--- src/ioBridge_macros.svh ---
`ifndef IOB_MACROS_SVH
`define IOB_MACROS_SVH

// Strobe cycles before a silent device is treated as a bus error
`define IOB_TIMEOUT 64

// Shortest strobe the slow peripherals accept
`define IOB_MIN_STROBE 4

// I/O window on the FSB, in word addresses
`define IOB_IO_BASE 23'h780000
`define IOB_IO_WORDS 256

`endif

--- src/ioBridgePkg.sv ---
package ioBridgePkg;

	// FSB word address, bits A23..A1
	typedef logic [22:0] fsbAddrT;

	// One I/O bus data word
	typedef logic [15:0] ioDataT;

	// Byte lanes, bit 1 upper (UDS) and bit 0 lower (LDS)
	typedef logic [1:0] byteEnT;

	// Slave transfer states
	// Encoding kept equal to the old TS numbering
	typedef enum logic [1:0] {
		tsIdle     = 2'd0, // Waiting for level 1 or an FSB request
		tsWaitDone = 2'd1, // Master owns the cycle, wait for ioAct low
		tsWaitAct  = 2'd2, // Request up, wait for ioAct
		tsStart    = 2'd3  // Strobes picked, level 0 about to close
	} xferStateT;

	// Master states
	typedef enum logic [1:0] {
		mIdle,   // No cycle, watching the request levels
		mStrobe, // Setup beat, then strobe held on the I/O bus
		mFinish, // Strobe removed
		mDone    // ioDone pulse
	} iobStateT;

endpackage

--- src/iobSlave.sv ---
`timescale 1ns/1ps

module iobSlave import ioBridgePkg::*; (
	input  logic CLK,
	input  logic reset,
	input  logic nWE,
	input  logic nAS,
	input  logic nLDS,
	input  logic nUDS,
	input  logic bact,      // Address strobe cycle active
	input  logic ioCs,      // I/O space selected
	input  logic ioPwCs,    // Posted-write region selected
	input  logic overlay,   // Boot ROM overlay
	output logic ioReady,
	output logic ioPwReady,
	output logic nBerrFsb,
	output logic nDinOE,
	output logic ioRdReq,
	output logic ioWrReq,
	input  logic ioAct,
	input  logic ioDone,
	input  logic ioBerr,
	output logic ale0,      // Level 0 closed when high
	output logic ioL0,
	output logic ioU0,
	output logic ale1       // Level 1 closed (occupied) when high
);

	xferStateT ts;
	logic ioActR;
	logic ioDoneR;
	logic sent;     // Current FSB cycle already handed over
	logic load1;    // Close level 1 next edge
	logic clear1;   // Reopen level 1 next edge
	logic ioRw1;    // Level 1 direction, high for read
	logic ioL1;
	logic ioU1;
	logic pwQueue;
	logic fsbReq;

	// One-flop input registers on the master's status
	always_ff @(posedge CLK) begin
		if (reset) begin
			ioActR <= 1'b0;
			ioDoneR <= 1'b0;
		end else begin
			ioActR <= ioAct;
			ioDoneR <= ioDone;
		end
	end

	// CPU read drivers on only for an I/O read outside the overlay
	assign nDinOE = !(!nAS && ioCs && nWE && !overlay);

	// Posted write arriving while the bridge is busy goes to level 1
	assign pwQueue = bact && !ale1 && !sent && ioPwCs && (ts != tsIdle);

	// New FSB request served directly from idle
	assign fsbReq = bact && ioCs && !ale1 && !sent;

	assign ioPwReady = !ale1;

	always_ff @(posedge CLK) begin
		if (reset) load1 <= 1'b0;
		else load1 <= pwQueue; // Address and strobes settle one cycle later
	end

	always_ff @(posedge CLK) begin
		if (pwQueue) ioRw1 <= nWE; // Direction taken right away
	end

	// Level 1 is emptied once its contents pass through tsStart
	always_ff @(posedge CLK) begin
		if (reset) clear1 <= 1'b0;
		else clear1 <= (ts == tsStart);
	end

	always_ff @(posedge CLK) begin
		if (reset) ale1 <= 1'b0;
		else if (load1) ale1 <= 1'b1; // Load wins over clear
		else if (clear1) ale1 <= 1'b0;
	end

	always_ff @(posedge CLK) begin
		if (load1) begin
			ioL1 <= !nLDS;
			ioU1 <= !nUDS;
		end
	end

	// Transfer FSB, level 1 always served ahead of the FSB
	always_ff @(posedge CLK) begin
		if (reset) begin
			ts <= tsIdle;
			ioRdReq <= 1'b0;
			ioWrReq <= 1'b0;
			ale0 <= 1'b0;
		end else begin
			case (ts)
				tsIdle: begin
					if (ale1) begin
						ts <= tsStart;
						ioRdReq <= ioRw1;
						ioWrReq <= !ioRw1;
					end else if (fsbReq) begin
						ts <= tsStart;
						ioRdReq <= nWE;
						ioWrReq <= !nWE;
					end else begin
						ioRdReq <= 1'b0;
						ioWrReq <= 1'b0;
					end
					ale0 <= 1'b0;
				end
				tsStart: begin
					ts <= tsWaitAct; // Requests stay up
					ale0 <= 1'b1;    // Close level 0 on address and data
				end
				tsWaitAct: begin
					if (ioActR) begin
						ts <= tsWaitDone;
						ioRdReq <= 1'b0;
						ioWrReq <= 1'b0;
					end
					ale0 <= 1'b1;
				end
				tsWaitDone: begin
					if (!ioActR) ts <= tsIdle;
					ioRdReq <= 1'b0;
					ioWrReq <= 1'b0;
					ale0 <= 1'b0; // Master holds its own copy by now
				end
				default: ts <= tsIdle;
			endcase
		end
	end

	// Level 0 byte strobes, from level 1 or straight from the FSB
	always_ff @(posedge CLK) begin
		if (ts == tsIdle || ts == tsStart) begin
			if (ale1) begin
				ioL0 <= ioL1;
				ioU0 <= ioU1;
			end else if (ts == tsStart || fsbReq) begin
				ioL0 <= !nLDS;
				ioU0 <= !nUDS;
			end
		end
	end

	always_ff @(posedge CLK) begin
		if (reset || !bact) sent <= 1'b0;
		else if (ioCs && !ale1 && (ioPwCs || ts == tsIdle)) sent <= 1'b1;
	end

	// Non-posted ready follows done, posted ready needs only room in level 1
	always_ff @(posedge CLK) begin
		if (reset || !bact) ioReady <= 1'b0;
		else if (sent && ioDoneR && nBerrFsb) ioReady <= 1'b1; // Not after a bus error
		else if (ioPwCs && !ale1) ioReady <= 1'b1;
	end

	always_ff @(posedge CLK) begin
		if (reset || !bact) nBerrFsb <= 1'b1;
		else if (sent && ioBerr) nBerrFsb <= 1'b0;
	end

	// Only one direction is ever requested from the master
	assert property (@(posedge CLK) disable iff (reset) !(ioRdReq && ioWrReq))
		else $error("iobSlave: read and write requested together");

	// A second load never lands on an occupied level 1
	assert property (@(posedge CLK) disable iff (reset) ale1 |-> !load1)
		else $error("iobSlave: level 1 loaded while full");

endmodule

--- src/iobLatch.sv ---
`timescale 1ns/1ps

module iobLatch import ioBridgePkg::*; (
	input  logic    CLK,
	input  logic    reset,
	input  fsbAddrT fsbAddr,
	input  ioDataT  fsbDataIn,
	input  logic    nUDS,
	input  logic    nLDS,
	input  logic    ale0,
	input  logic    ale1,
	input  logic    ioL0,
	input  logic    ioU0,
	input  logic    rdLoad,
	input  ioDataT  rdData,
	output fsbAddrT addr0,
	output ioDataT  data0,
	output byteEnT  be0,
	output ioDataT  fsbDataOut
);

	fsbAddrT addr1;
	ioDataT  data1;
	byteEnT  be1;

	// Level 1 follows the FSB while open
	always_ff @(posedge CLK) begin
		if (!ale1) begin
			addr1 <= fsbAddr;
			data1 <= fsbDataIn;
			be1 <= {!nUDS, !nLDS};
		end
	end

	// Level 0 follows level 1 when it holds a queued write, else the FSB
	always_ff @(posedge CLK) begin
		if (!ale0) begin
			addr0 <= ale1 ? addr1 : fsbAddr;
			data0 <= ale1 ? data1 : fsbDataIn;
		end
	end

	always_ff @(posedge CLK) begin
		if (reset) be0 <= '0;
		else if (!ale0) be0 <= {ioU0, ioL0}; // Slave already picked the source
	end

	// Read return word for the FSB
	always_ff @(posedge CLK) begin
		if (rdLoad) fsbDataOut <= rdData;
	end

	// Strobes the slave copied from level 1 match the lanes queued here
	assert property (@(posedge CLK) disable iff (reset)
		$rose(ale0) && $past(ale1) |-> be0 == $past(be1))
		else $error("iobLatch: level 0 byte enables differ from level 1");

endmodule

--- src/iobMaster.sv ---
`timescale 1ns/1ps
`include "ioBridge_macros.svh"

module iobMaster import ioBridgePkg::*; (
	input  logic    CLK,
	input  logic    reset,
	input  logic    ioRdReq,
	input  logic    ioWrReq,
	input  fsbAddrT addr0,
	input  ioDataT  data0,
	input  byteEnT  be0,
	input  ioDataT  ioDataIn,   // Device read data
	input  logic    ioDevReady,
	input  logic    ioDevBerr,
	output logic    ioAct,
	output logic    ioDone,
	output logic    ioBerr,
	output logic    rdLoad,
	output ioDataT  rdData,
	output fsbAddrT ioAddr,
	output ioDataT  ioDataOut,
	output byteEnT  ioBe,
	output logic    ioRd,
	output logic    ioWr
);

	localparam int CntW = $clog2(`IOB_TIMEOUT + 1);

	iobStateT state;
	logic [CntW-1:0] cnt;   // Strobe cycles so far, zero in the setup beat
	logic isRead;
	logic failed;           // Device bus error or timeout
	logic setupBeat;
	logic strobeEnd;

	assign setupBeat = (state == mStrobe) && (cnt == '0);

	// Device answer counts only once the minimum width is met
	assign strobeEnd = ((cnt >= CntW'(`IOB_MIN_STROBE)) && (ioDevReady || ioDevBerr))
		|| (cnt == CntW'(`IOB_TIMEOUT));

	always_ff @(posedge CLK) begin
		if (reset) begin
			state <= mIdle;
			cnt <= '0;
			ioAct <= 1'b0;
			ioDone <= 1'b0;
			ioBerr <= 1'b0;
			rdLoad <= 1'b0;
			ioRd <= 1'b0;
			ioWr <= 1'b0;
			ioBe <= '0;
			isRead <= 1'b0;
			failed <= 1'b0;
		end else begin
			case (state)
				mIdle: begin
					if (ioRdReq || ioWrReq) begin
						state <= mStrobe;
						ioAct <= 1'b1; // Held through the whole cycle
						cnt <= '0;
						isRead <= ioRdReq;
					end
				end
				mStrobe: begin
					if (setupBeat) begin
						// Level 0 is closed now, start the strobe
						ioRd <= isRead;
						ioWr <= !isRead;
						ioBe <= be0;
						cnt <= cnt + 1'b1;
					end else if (strobeEnd) begin
						ioRd <= 1'b0;
						ioWr <= 1'b0;
						ioBe <= '0;
						failed <= ioDevBerr || !ioDevReady; // Timeout is a bus error too
						state <= mFinish;
					end else begin
						cnt <= cnt + 1'b1;
					end
				end
				mFinish: begin
					state <= mDone;
					ioAct <= 1'b0;
					ioDone <= 1'b1;
					ioBerr <= failed;
					rdLoad <= isRead && !failed; // Only good reads reach the FSB
				end
				mDone: begin
					state <= mIdle;
					ioDone <= 1'b0;
					ioBerr <= 1'b0;
					rdLoad <= 1'b0;
				end
				default: state <= mIdle;
			endcase
		end
	end

	// Own copy of address and data, level 0 reopens mid-cycle
	always_ff @(posedge CLK) begin
		if (setupBeat) begin
			ioAddr <= addr0;
			ioDataOut <= data0;
		end
		if (state == mStrobe && !setupBeat && strobeEnd) rdData <= ioDataIn;
	end

	assert property (@(posedge CLK) disable iff (reset) !(ioRd && ioWr))
		else $error("iobMaster: read and write strobes together");

	// Done is a single-cycle pulse
	assert property (@(posedge CLK) disable iff (reset) ioDone |=> !ioDone)
		else $error("iobMaster: ioDone longer than one cycle");

endmodule

--- src/ioBridgeTop.sv ---
`timescale 1ns/1ps

module ioBridgeTop import ioBridgePkg::*; (
	input  logic    CLK,
	input  logic    reset,
	// FSB side
	input  fsbAddrT fsbAddr,
	input  ioDataT  fsbDataIn,
	input  logic    nAS,
	input  logic    nUDS,
	input  logic    nLDS,
	input  logic    nWE,
	input  logic    bact,
	input  logic    ioCs,
	input  logic    ioPwCs,
	input  logic    overlay,
	output ioDataT  fsbDataOut,
	output logic    nDinOE,
	output logic    ioReady,
	output logic    ioPwReady,
	output logic    nBerrFsb,
	// I/O side
	output fsbAddrT ioAddr,
	output ioDataT  ioDataOut,
	output byteEnT  ioBe,
	output logic    ioRd,
	output logic    ioWr,
	input  ioDataT  ioDataIn,
	input  logic    ioDevReady,
	input  logic    ioDevBerr
);

	logic ale0, ale1, ioL0, ioU0;  // Queue control from the slave
	logic ioRdReq, ioWrReq;
	logic ioAct, ioDone, ioBerr;   // Master status
	logic rdLoad;
	ioDataT rdData;
	fsbAddrT addr0;
	ioDataT data0;
	byteEnT be0;

	iobSlave slave (
		.CLK(CLK), .reset(reset),
		.nWE(nWE), .nAS(nAS), .nLDS(nLDS), .nUDS(nUDS),
		.bact(bact), .ioCs(ioCs), .ioPwCs(ioPwCs), .overlay(overlay),
		.ioReady(ioReady), .ioPwReady(ioPwReady), .nBerrFsb(nBerrFsb), .nDinOE(nDinOE),
		.ioRdReq(ioRdReq), .ioWrReq(ioWrReq),
		.ioAct(ioAct), .ioDone(ioDone), .ioBerr(ioBerr),
		.ale0(ale0), .ioL0(ioL0), .ioU0(ioU0), .ale1(ale1)
	);

	iobLatch latch (
		.CLK(CLK), .reset(reset),
		.fsbAddr(fsbAddr), .fsbDataIn(fsbDataIn), .nUDS(nUDS), .nLDS(nLDS),
		.ale0(ale0), .ale1(ale1), .ioL0(ioL0), .ioU0(ioU0),
		.rdLoad(rdLoad), .rdData(rdData),
		.addr0(addr0), .data0(data0), .be0(be0), .fsbDataOut(fsbDataOut)
	);

	iobMaster master (
		.CLK(CLK), .reset(reset),
		.ioRdReq(ioRdReq), .ioWrReq(ioWrReq),
		.addr0(addr0), .data0(data0), .be0(be0),
		.ioDataIn(ioDataIn), .ioDevReady(ioDevReady), .ioDevBerr(ioDevBerr),
		.ioAct(ioAct), .ioDone(ioDone), .ioBerr(ioBerr),
		.rdLoad(rdLoad), .rdData(rdData),
		.ioAddr(ioAddr), .ioDataOut(ioDataOut), .ioBe(ioBe), .ioRd(ioRd), .ioWr(ioWr)
	);

endmodule

--- config.mk ---
export PLATFORM = sky130hd
export DESIGN_NAME = ioBridgeTop
export DESIGN_NICKNAME = d
export VERILOG_FILES = /design/src/ioBridgePkg.sv /design/src/iobSlave.sv /design/src/iobLatch.sv /design/src/iobMaster.sv /design/src/ioBridgeTop.sv
export VERILOG_INCLUDE_DIRS = /design/src
export SDC_FILE = /design/constraint.sdc
export NUM_CORES = 1
export LEC_CHECK = 0
export BUFFER_PORTS_ARGS = -buffer_cell sky130_fd_sc_hd__buf_2
export CORE_MARGIN = 4
export CORE_UTILIZATION = 49
export DETAILED_ROUTE_END_ITERATION = 16
export PLACE_DENSITY = 0.74
export SKIP_LAST_GASP = 1
export SLEW_MARGIN = 10
export SYNTH_ARGS = -nofsm -noshare
export SYNTH_HDL_FRONTEND = slang
export SYNTH_SLANG_ARGS = --single-unit
--- constraint.sdc ---
create_clock -name CLK -period 1.8 [get_ports CLK]
set_input_delay 0.36 -clock CLK [delete_from_list [all_inputs] [get_ports CLK]]
set_output_delay 0.36 -clock CLK [all_outputs]
set_load 0.005 [all_outputs]
# Word-level counts from Yosys, hierarchy flattened
# Index checks and enable logic that the tools add are counted.
[word_totals]
reg_bits = 188
in_bits = 67
out_inout_bits = 63
wordCells = 161
[op_classes]
n_addsub = 1
order_cmp = 1
n_eq_ne = 14
mux = 41
bitwise = 1
reduce_logical = 66
[ops]
columns = ["operator", "n"]
rows = [
  ["$mux 23", 1],
  ["$logic_and 1x1->1", 21],
  ["$mux 7", 3],
  ["$mux 2", 9],
  ["$mux 1", 17],
  ["$mux 16", 1],
  ["$pmux 2 s4", 2],
  ["$reduce_bool 2->1", 8],
  ["$logic_not 1->1", 14],
  ["$pmux 7 s2", 1],
  ["$reduce_and 3->1", 4],
  ["$pmux 1 s2", 5],
  ["$reduce_and 2->1", 5],
  ["$eq 2x2->1 const B", 4],
  ["$logic_or 1x1->1", 8],
  ["$add 7x1->7 const B", 1],
  ["$eq 7x7->1 const B", 1],
  ["$ge 7x3->1 const B", 1],
  ["$logic_not 7->1", 1],
  ["$ne 2x1->1 const B", 3],
  ["$pmux 1 s3", 2],
  ["$eq 2x1->1 const B", 2],
  ["$logic_not 2->1", 2],
  ["$ne 2x2->1 const B", 2],
  ["5 further kinds", 6],
]

# Depth between registers and ports, before layout
[depth]
word_depth = 6
ltp_mapped = 7
ltp_nobuf = 7

# Cells and area by module
# From an unflattened synthesis, not the netlist that was laid out.
[hier_totals]
cells_unflattened = 383
hier_area_um2 = 6402.4
[by_module_without_submodules]
columns = ["module", "instances", "cells_each", "area_each_um2", "seq_area_each_um2"]
rows = [
  ["iobLatch", 1, 144, 3021.6, 2472.4],
  ["iobMaster", 1, 163, 2578.7, 2031.9],
  ["iobSlave", 1, 76, 802.0, 410.4],
]

# Worst setup path before layout
# No wires, ideal clock.
[synth_path]
path_type = "reg-to-reg"
startpoint = "register master.cnt[3]"
endpoint = "register master.rdData[0] (enable)"
setup_time_ps = 367
arrival_ps = 1633
required_time_ps = 1433
setup_slack_ps = -201
path_stages_with_launch = 6
n_path_buf = 1
period_less_slack_ps = 2001
cell_sequence = "dfxtp_1 > or4_1 > buf_2 > o21ai_1 > nand2_1 > inv_1"
[synth_via]
elab_chain_cells = 5
elab_cells_between_ends = 9
classes_between = "order compare: 1; eq/ne: 1; reduce/logical: 7"
[synth_rtl]
columns = ["item", "line_no", "source"]
rows = [
  ["start: declaration", "iobMaster.sv:30", "logic [CntW-1:0] cnt;"],
  ["start signal: assignment", "iobMaster.sv:71", "cnt <= cnt + 1'b1;"],
  ["start signal: assignment", "iobMaster.sv:79", "cnt <= cnt + 1'b1;"],
  ["parallel branches: the longest is 4 deep, another holds $ge 7x3->1", "-", ""],
  ["$logic_and 1x1->1 *", "iobMaster.sv:106", "if (state == mStrobe && !setupBeat && strobeEnd) rdData <= ioDataIn;"],
  ["end signal: assignment", "iobMaster.sv:106", ""],
  ["end: declaration", "iobMaster.sv:19", "output ioDataT rdData,"],
]
# Every way passes the cells marked *.
# A chain may end at the register's enable or synchronous reset.

# Worst setup path after layout
[layout_path]
startpoint = "register master.cnt[3]"
endpoint = "register master.state[1]"
[layout_via]
elab_chain_cells = 5
elab_cells_between_ends = 9
classes_between = "order compare: 1; eq/ne: 3; reduce/logical: 5"
[layout_rtl]
columns = ["item", "line_no", "source"]
rows = [
  ["$ge 7x3->1", "iobMaster.sv:39", "assign strobeEnd = ((cnt >= CntW'(`IOB_MIN_STROBE)) && (ioDevReady || ioDevBerr))"],
  ["$logic_and 1x1->1", "iobMaster.sv:39", ""],
  ["$logic_or 1x1->1", "iobMaster.sv:39", ""],
  ["$ne 2x1->1 (no source line)", "-", ""],
  ["$reduce_and 3->1 (no source line) *", "-", ""],
  ["end signal: assignment", "iobMaster.sv:44", "state <= mIdle;"],
  ["end signal: assignment", "iobMaster.sv:59", "state <= mStrobe;"],
  ["end signal: assignment", "iobMaster.sv:77", "state <= mFinish;"],
  ["end: declaration", "iobMaster.sv:29", "iobStateT state;"],
]
# Every way passes the cells marked *; elsewhere a longest branch is shown, timed or not.

==> results by group <==
Status
  • Outcome: completed

Synthesis
  • Post-Syn Area: 6450 um^2
  • Top post-synthesis cells by area: edfxtp_1 54%, dfxtp_1 23%, mux2_2 7.0%, ha_1 2.1%, nor2_1 1.3%
  • #FFs+latches synth: 188
  • Synth Area in Compound Gates: 5.42%
  • Top-area cell type share of the netlist area: 53.6%
  • Total nets after synthesis: 489
  • Post-synth cell types: 43
  • XOR/XNOR Fraction of Synth Area: 0%
  • Yosys warnings: 0
  • Post-synthesis mux area share: 7.76%
  • Main synth FF type: edfxtp_1
  • Yosys top cell by area: edfxtp_1
  • Most common library cells after synthesis: 115 x edfxtp_1, 73 x dfxtp_1, 40 x mux2_2, 23 x nor2_1, 19 x nand2_1
  • Mean Syn Cell Area: 15.7 um^2
  • Synth async-reset ratio: 0%
  • Seq/Total Area, Yosys: 76.2%
  • Post-Synth Simple-Gate Area: 6.54%
  • Count leader, synth: edfxtp_1
  • Mapped Cells: 411
  • Main combinational cell family by area after synthesis: multiplexers
  • EDFF count, synth: 115
  • Post-Synth Adder-Cell Area: 2.14%

Route
  • Antenna Nets Post-Route: 0
  • Met2 Wirelength: 6090 um
  • Residual DRC: 0
  • DRT iter0 DRCs: 277
  • Initial DRT Pass Iterations: 4
  • Uppermost layer routed: met4
  • WL met3: 609 um
  • Vias: 3,762
  • Met1 wire length: 4850 um
  • Detailed Route WL: 11,800 um
  • Drt wl/cell: 15.7 um
  • Vias per cell: 4.99

Floorplan
  • FP Rows: 41
  • Overall die width: 123 um
  • Die area: 15,100 um^2
  • Core region area: 12,800 um^2
  • Die Height: 123 um
  • I/O Pins: 130
  • Initial Util: 50.5%

Job
  • Max Cap Viol: 0

Worst setup path
  • Max incr delay on CP: 0.55 ns
  • CP startpoint kind: register
  • Most used cell, CP: buf_6
  • Crit path DAT: 2.07 ns
  • Critical Path End Type: register
  • Critical path, cell by cell: or4_4 -> buf_6 -> buf_6 -> o211ai_1 -> buf_4 -> a21o_1 -> a21oi_2
  • RR Endpoint: master.state[1]
  • R2r setup slk: 0.02 ns
  • CP max-delay cell: or4_4
  • Reg-to-Reg Start: master.cnt[3]
  • Setup CP Type: register to register
  • Crit path max fanout: 4
  • Worst r2r path cells: 7
  • WP data required: 2.09 ns

Worst hold path
  • Hold path start: ioDataIn[14]
  • Hold endpoint: master.rdData[14]
  • Hold Path Class: input pin to register
  • Hold Path Depth: 1

Clock network
  • Clock buffer depth: 2
  • Clock Pin Slew Worst Setup and Hold Paths: 0.06 ns
  • Num CTS Buffers: 17
  • CTS tree: done
  • Root Buffer: clkbuf_16
  • Hold Buf Count CTS: 0
  • H-tree levels: 4
  • Clk_lat worst skew: 0.42 ns
  • Clock sinks: 188

Global route
  • GRT Residual Overflow: 0
  • First-pass GRT wire length: 18,200 um
  • GRT Overall Usage: 16.2%
  • Antenna violations before repair: 0
  • Vias in the first global route: 3,739
  • Largest net degree at the start of global routing: 49

Power and ir drop
  • Maximum VDD drop: 0.729 mV
  • Pleak: 3.11 nW
  • Pwr dens: 1320 nW/um^2

Finish
  • Post-layout net count: 647
  • Fillers: 921
  • Share of cells above drive strength 1: 41.6%
  • # diodes: 0
  • Finished Layout Cells: 754
  • Synth-to-layout area growth: 26.3%

Timing
  • Worst hold slack: 0.114 ns
  • Max-Slew Margin vs Limit: 65.5%
  • Fmax: 563 MHz
  • Endpoints failing hold: 0
  • RSZ-0062 raised after global routing: yes
  • Post-route clock period utilization: 98.7%
  • Worst-Margin Slew: 0.517 ns
  • Setup violators final: 0
  • Clk_skew: 0.00799 ns
  • Fin crit period: 1.78 ns
  • Count of pins over their slew limit: 0

Place
  • Detailed-placement wirelength estimate: 7950 um
  • Port Buffers: 129
  • Dpl cells: 719
  • Routability cong.: 0.789
-- cells by family (layout without fill, tap and decap cells) --
logic type / Yosys count / in the layout
buf+inv: 31 / 202
compound gates: 54 / 54
mux: 45 / 45
simple gates: 82 / 82
flops: 188 / 188
fa+ha+maj: 11 / 11
-- flip-flops by register name, summed over array words and instances, names as in the netlist, 2 cells and up --
name,flops
latch.addr0,23
latch.data0,16
latch.data1,16
master.ioBe,2
slave.ts,2
latch.fsbDataOut,16
master.ioAddr,23
master.ioDataOut,16
latch.be0,2
master.cnt,7
master.state,2
master.rdData,16
latch.addr1,23
-- worst max path at each step --
| stage | start | end | depth (start not counted) |
|---|---|---|---|
| floorplan | master.cnt[5] | master.rdData[0] | 5 |
| global placement | master.cnt[5] | master.ioAddr[18] | 3 |
| detailed placement | master.cnt[5] | master.state[0] | 6 |
| CTS | master.cnt[5] | master.state[0] | 6 |
| global route | master.cnt[3] | master.state[1] | 7 |
| finish | master.cnt[3] | master.state[1] | 7 |
-- routing by layer --
layer / vias to the layer above / global-route usage, %
li1: 1835 / -
met1: 1797 / 19.1
met2: 108 / 27.2
met3: 22 / 4.29
met4: 0 / 8.40
met5: - / 0
-- critical path: cells and delay by family, from the launching register on --
family	cells	cell delay [ns]
and+or+nand+nor	1	0.55
buffers and inverters	3	0.42
AOI/OAI and AO/OA	3	0.36
DFF	1	0.32
-- cell usage in the layout (no fill, tap or decap), types with 4 or more instances in the layout --
cell,n
a211oi_1,4
a21oi_1,14
buf_2,129
buf_4,14
buf_6,4
clkbuf_16,18
dfxtp_1,68
edfxtp_1,115
ha_1,9
inv_1,14
mux2_2,40
mux2i_1,5
nand2_1,18
nand2b_1,7
nand3_1,7
nor2_1,22
nor3_1,7
o211ai_1,9
o21ai_0,6
-- final cells by class --
class | instances | area, um^2 | share of cell area, %
timing repair buffer | 151 | 881 | 10.8
clock buffer | 22 | 464 | 5.70
tap | 172 | 215 | 2.64
clock inverter | 10 | 90.1 | 1.11
multi-input combinational | 192 | 1460 | 17.9
sequential | 188 | 4930 | 60.5
inverter | 19 | 106 | 1.31
-- power by group --
part	switching [W]	internal, W
clock	0.00148	0.00197
sequential	0.000221	0.00540
combinational	0.000951	0.000704
total	0.00265	0.00808
-- what timing repair did --
item | 4_1_cts | 5_1_grt
cloned | 0 | 1
resized for setup | 2 | 15
pin swaps | 2 | 11
setup buffers | 0 | 2
setup endpoints to repair | 58 | 57
-- stage by stage --
stage	TNS, ns	setup WS, ns	total power [W]	cell area (um^2)	util, %
6_report	0	0.0230	0.0107	8140	63.7
5_1_grt	-0.568	-0.0746	0.0113	8140	63.7
4_1_cts	-0.0196	-0.0196	0.0108	8040	62.9
3_5_place_dp	-0.441	-0.0453	0.00728	7480	58.6
3_3_place_gp	-0.180	-0.00628	0.00718	7480	58.6
2_1_floorplan	-2.15	-0.0436	0.00662	6490	-
Power figures use the tool's default switching activity.
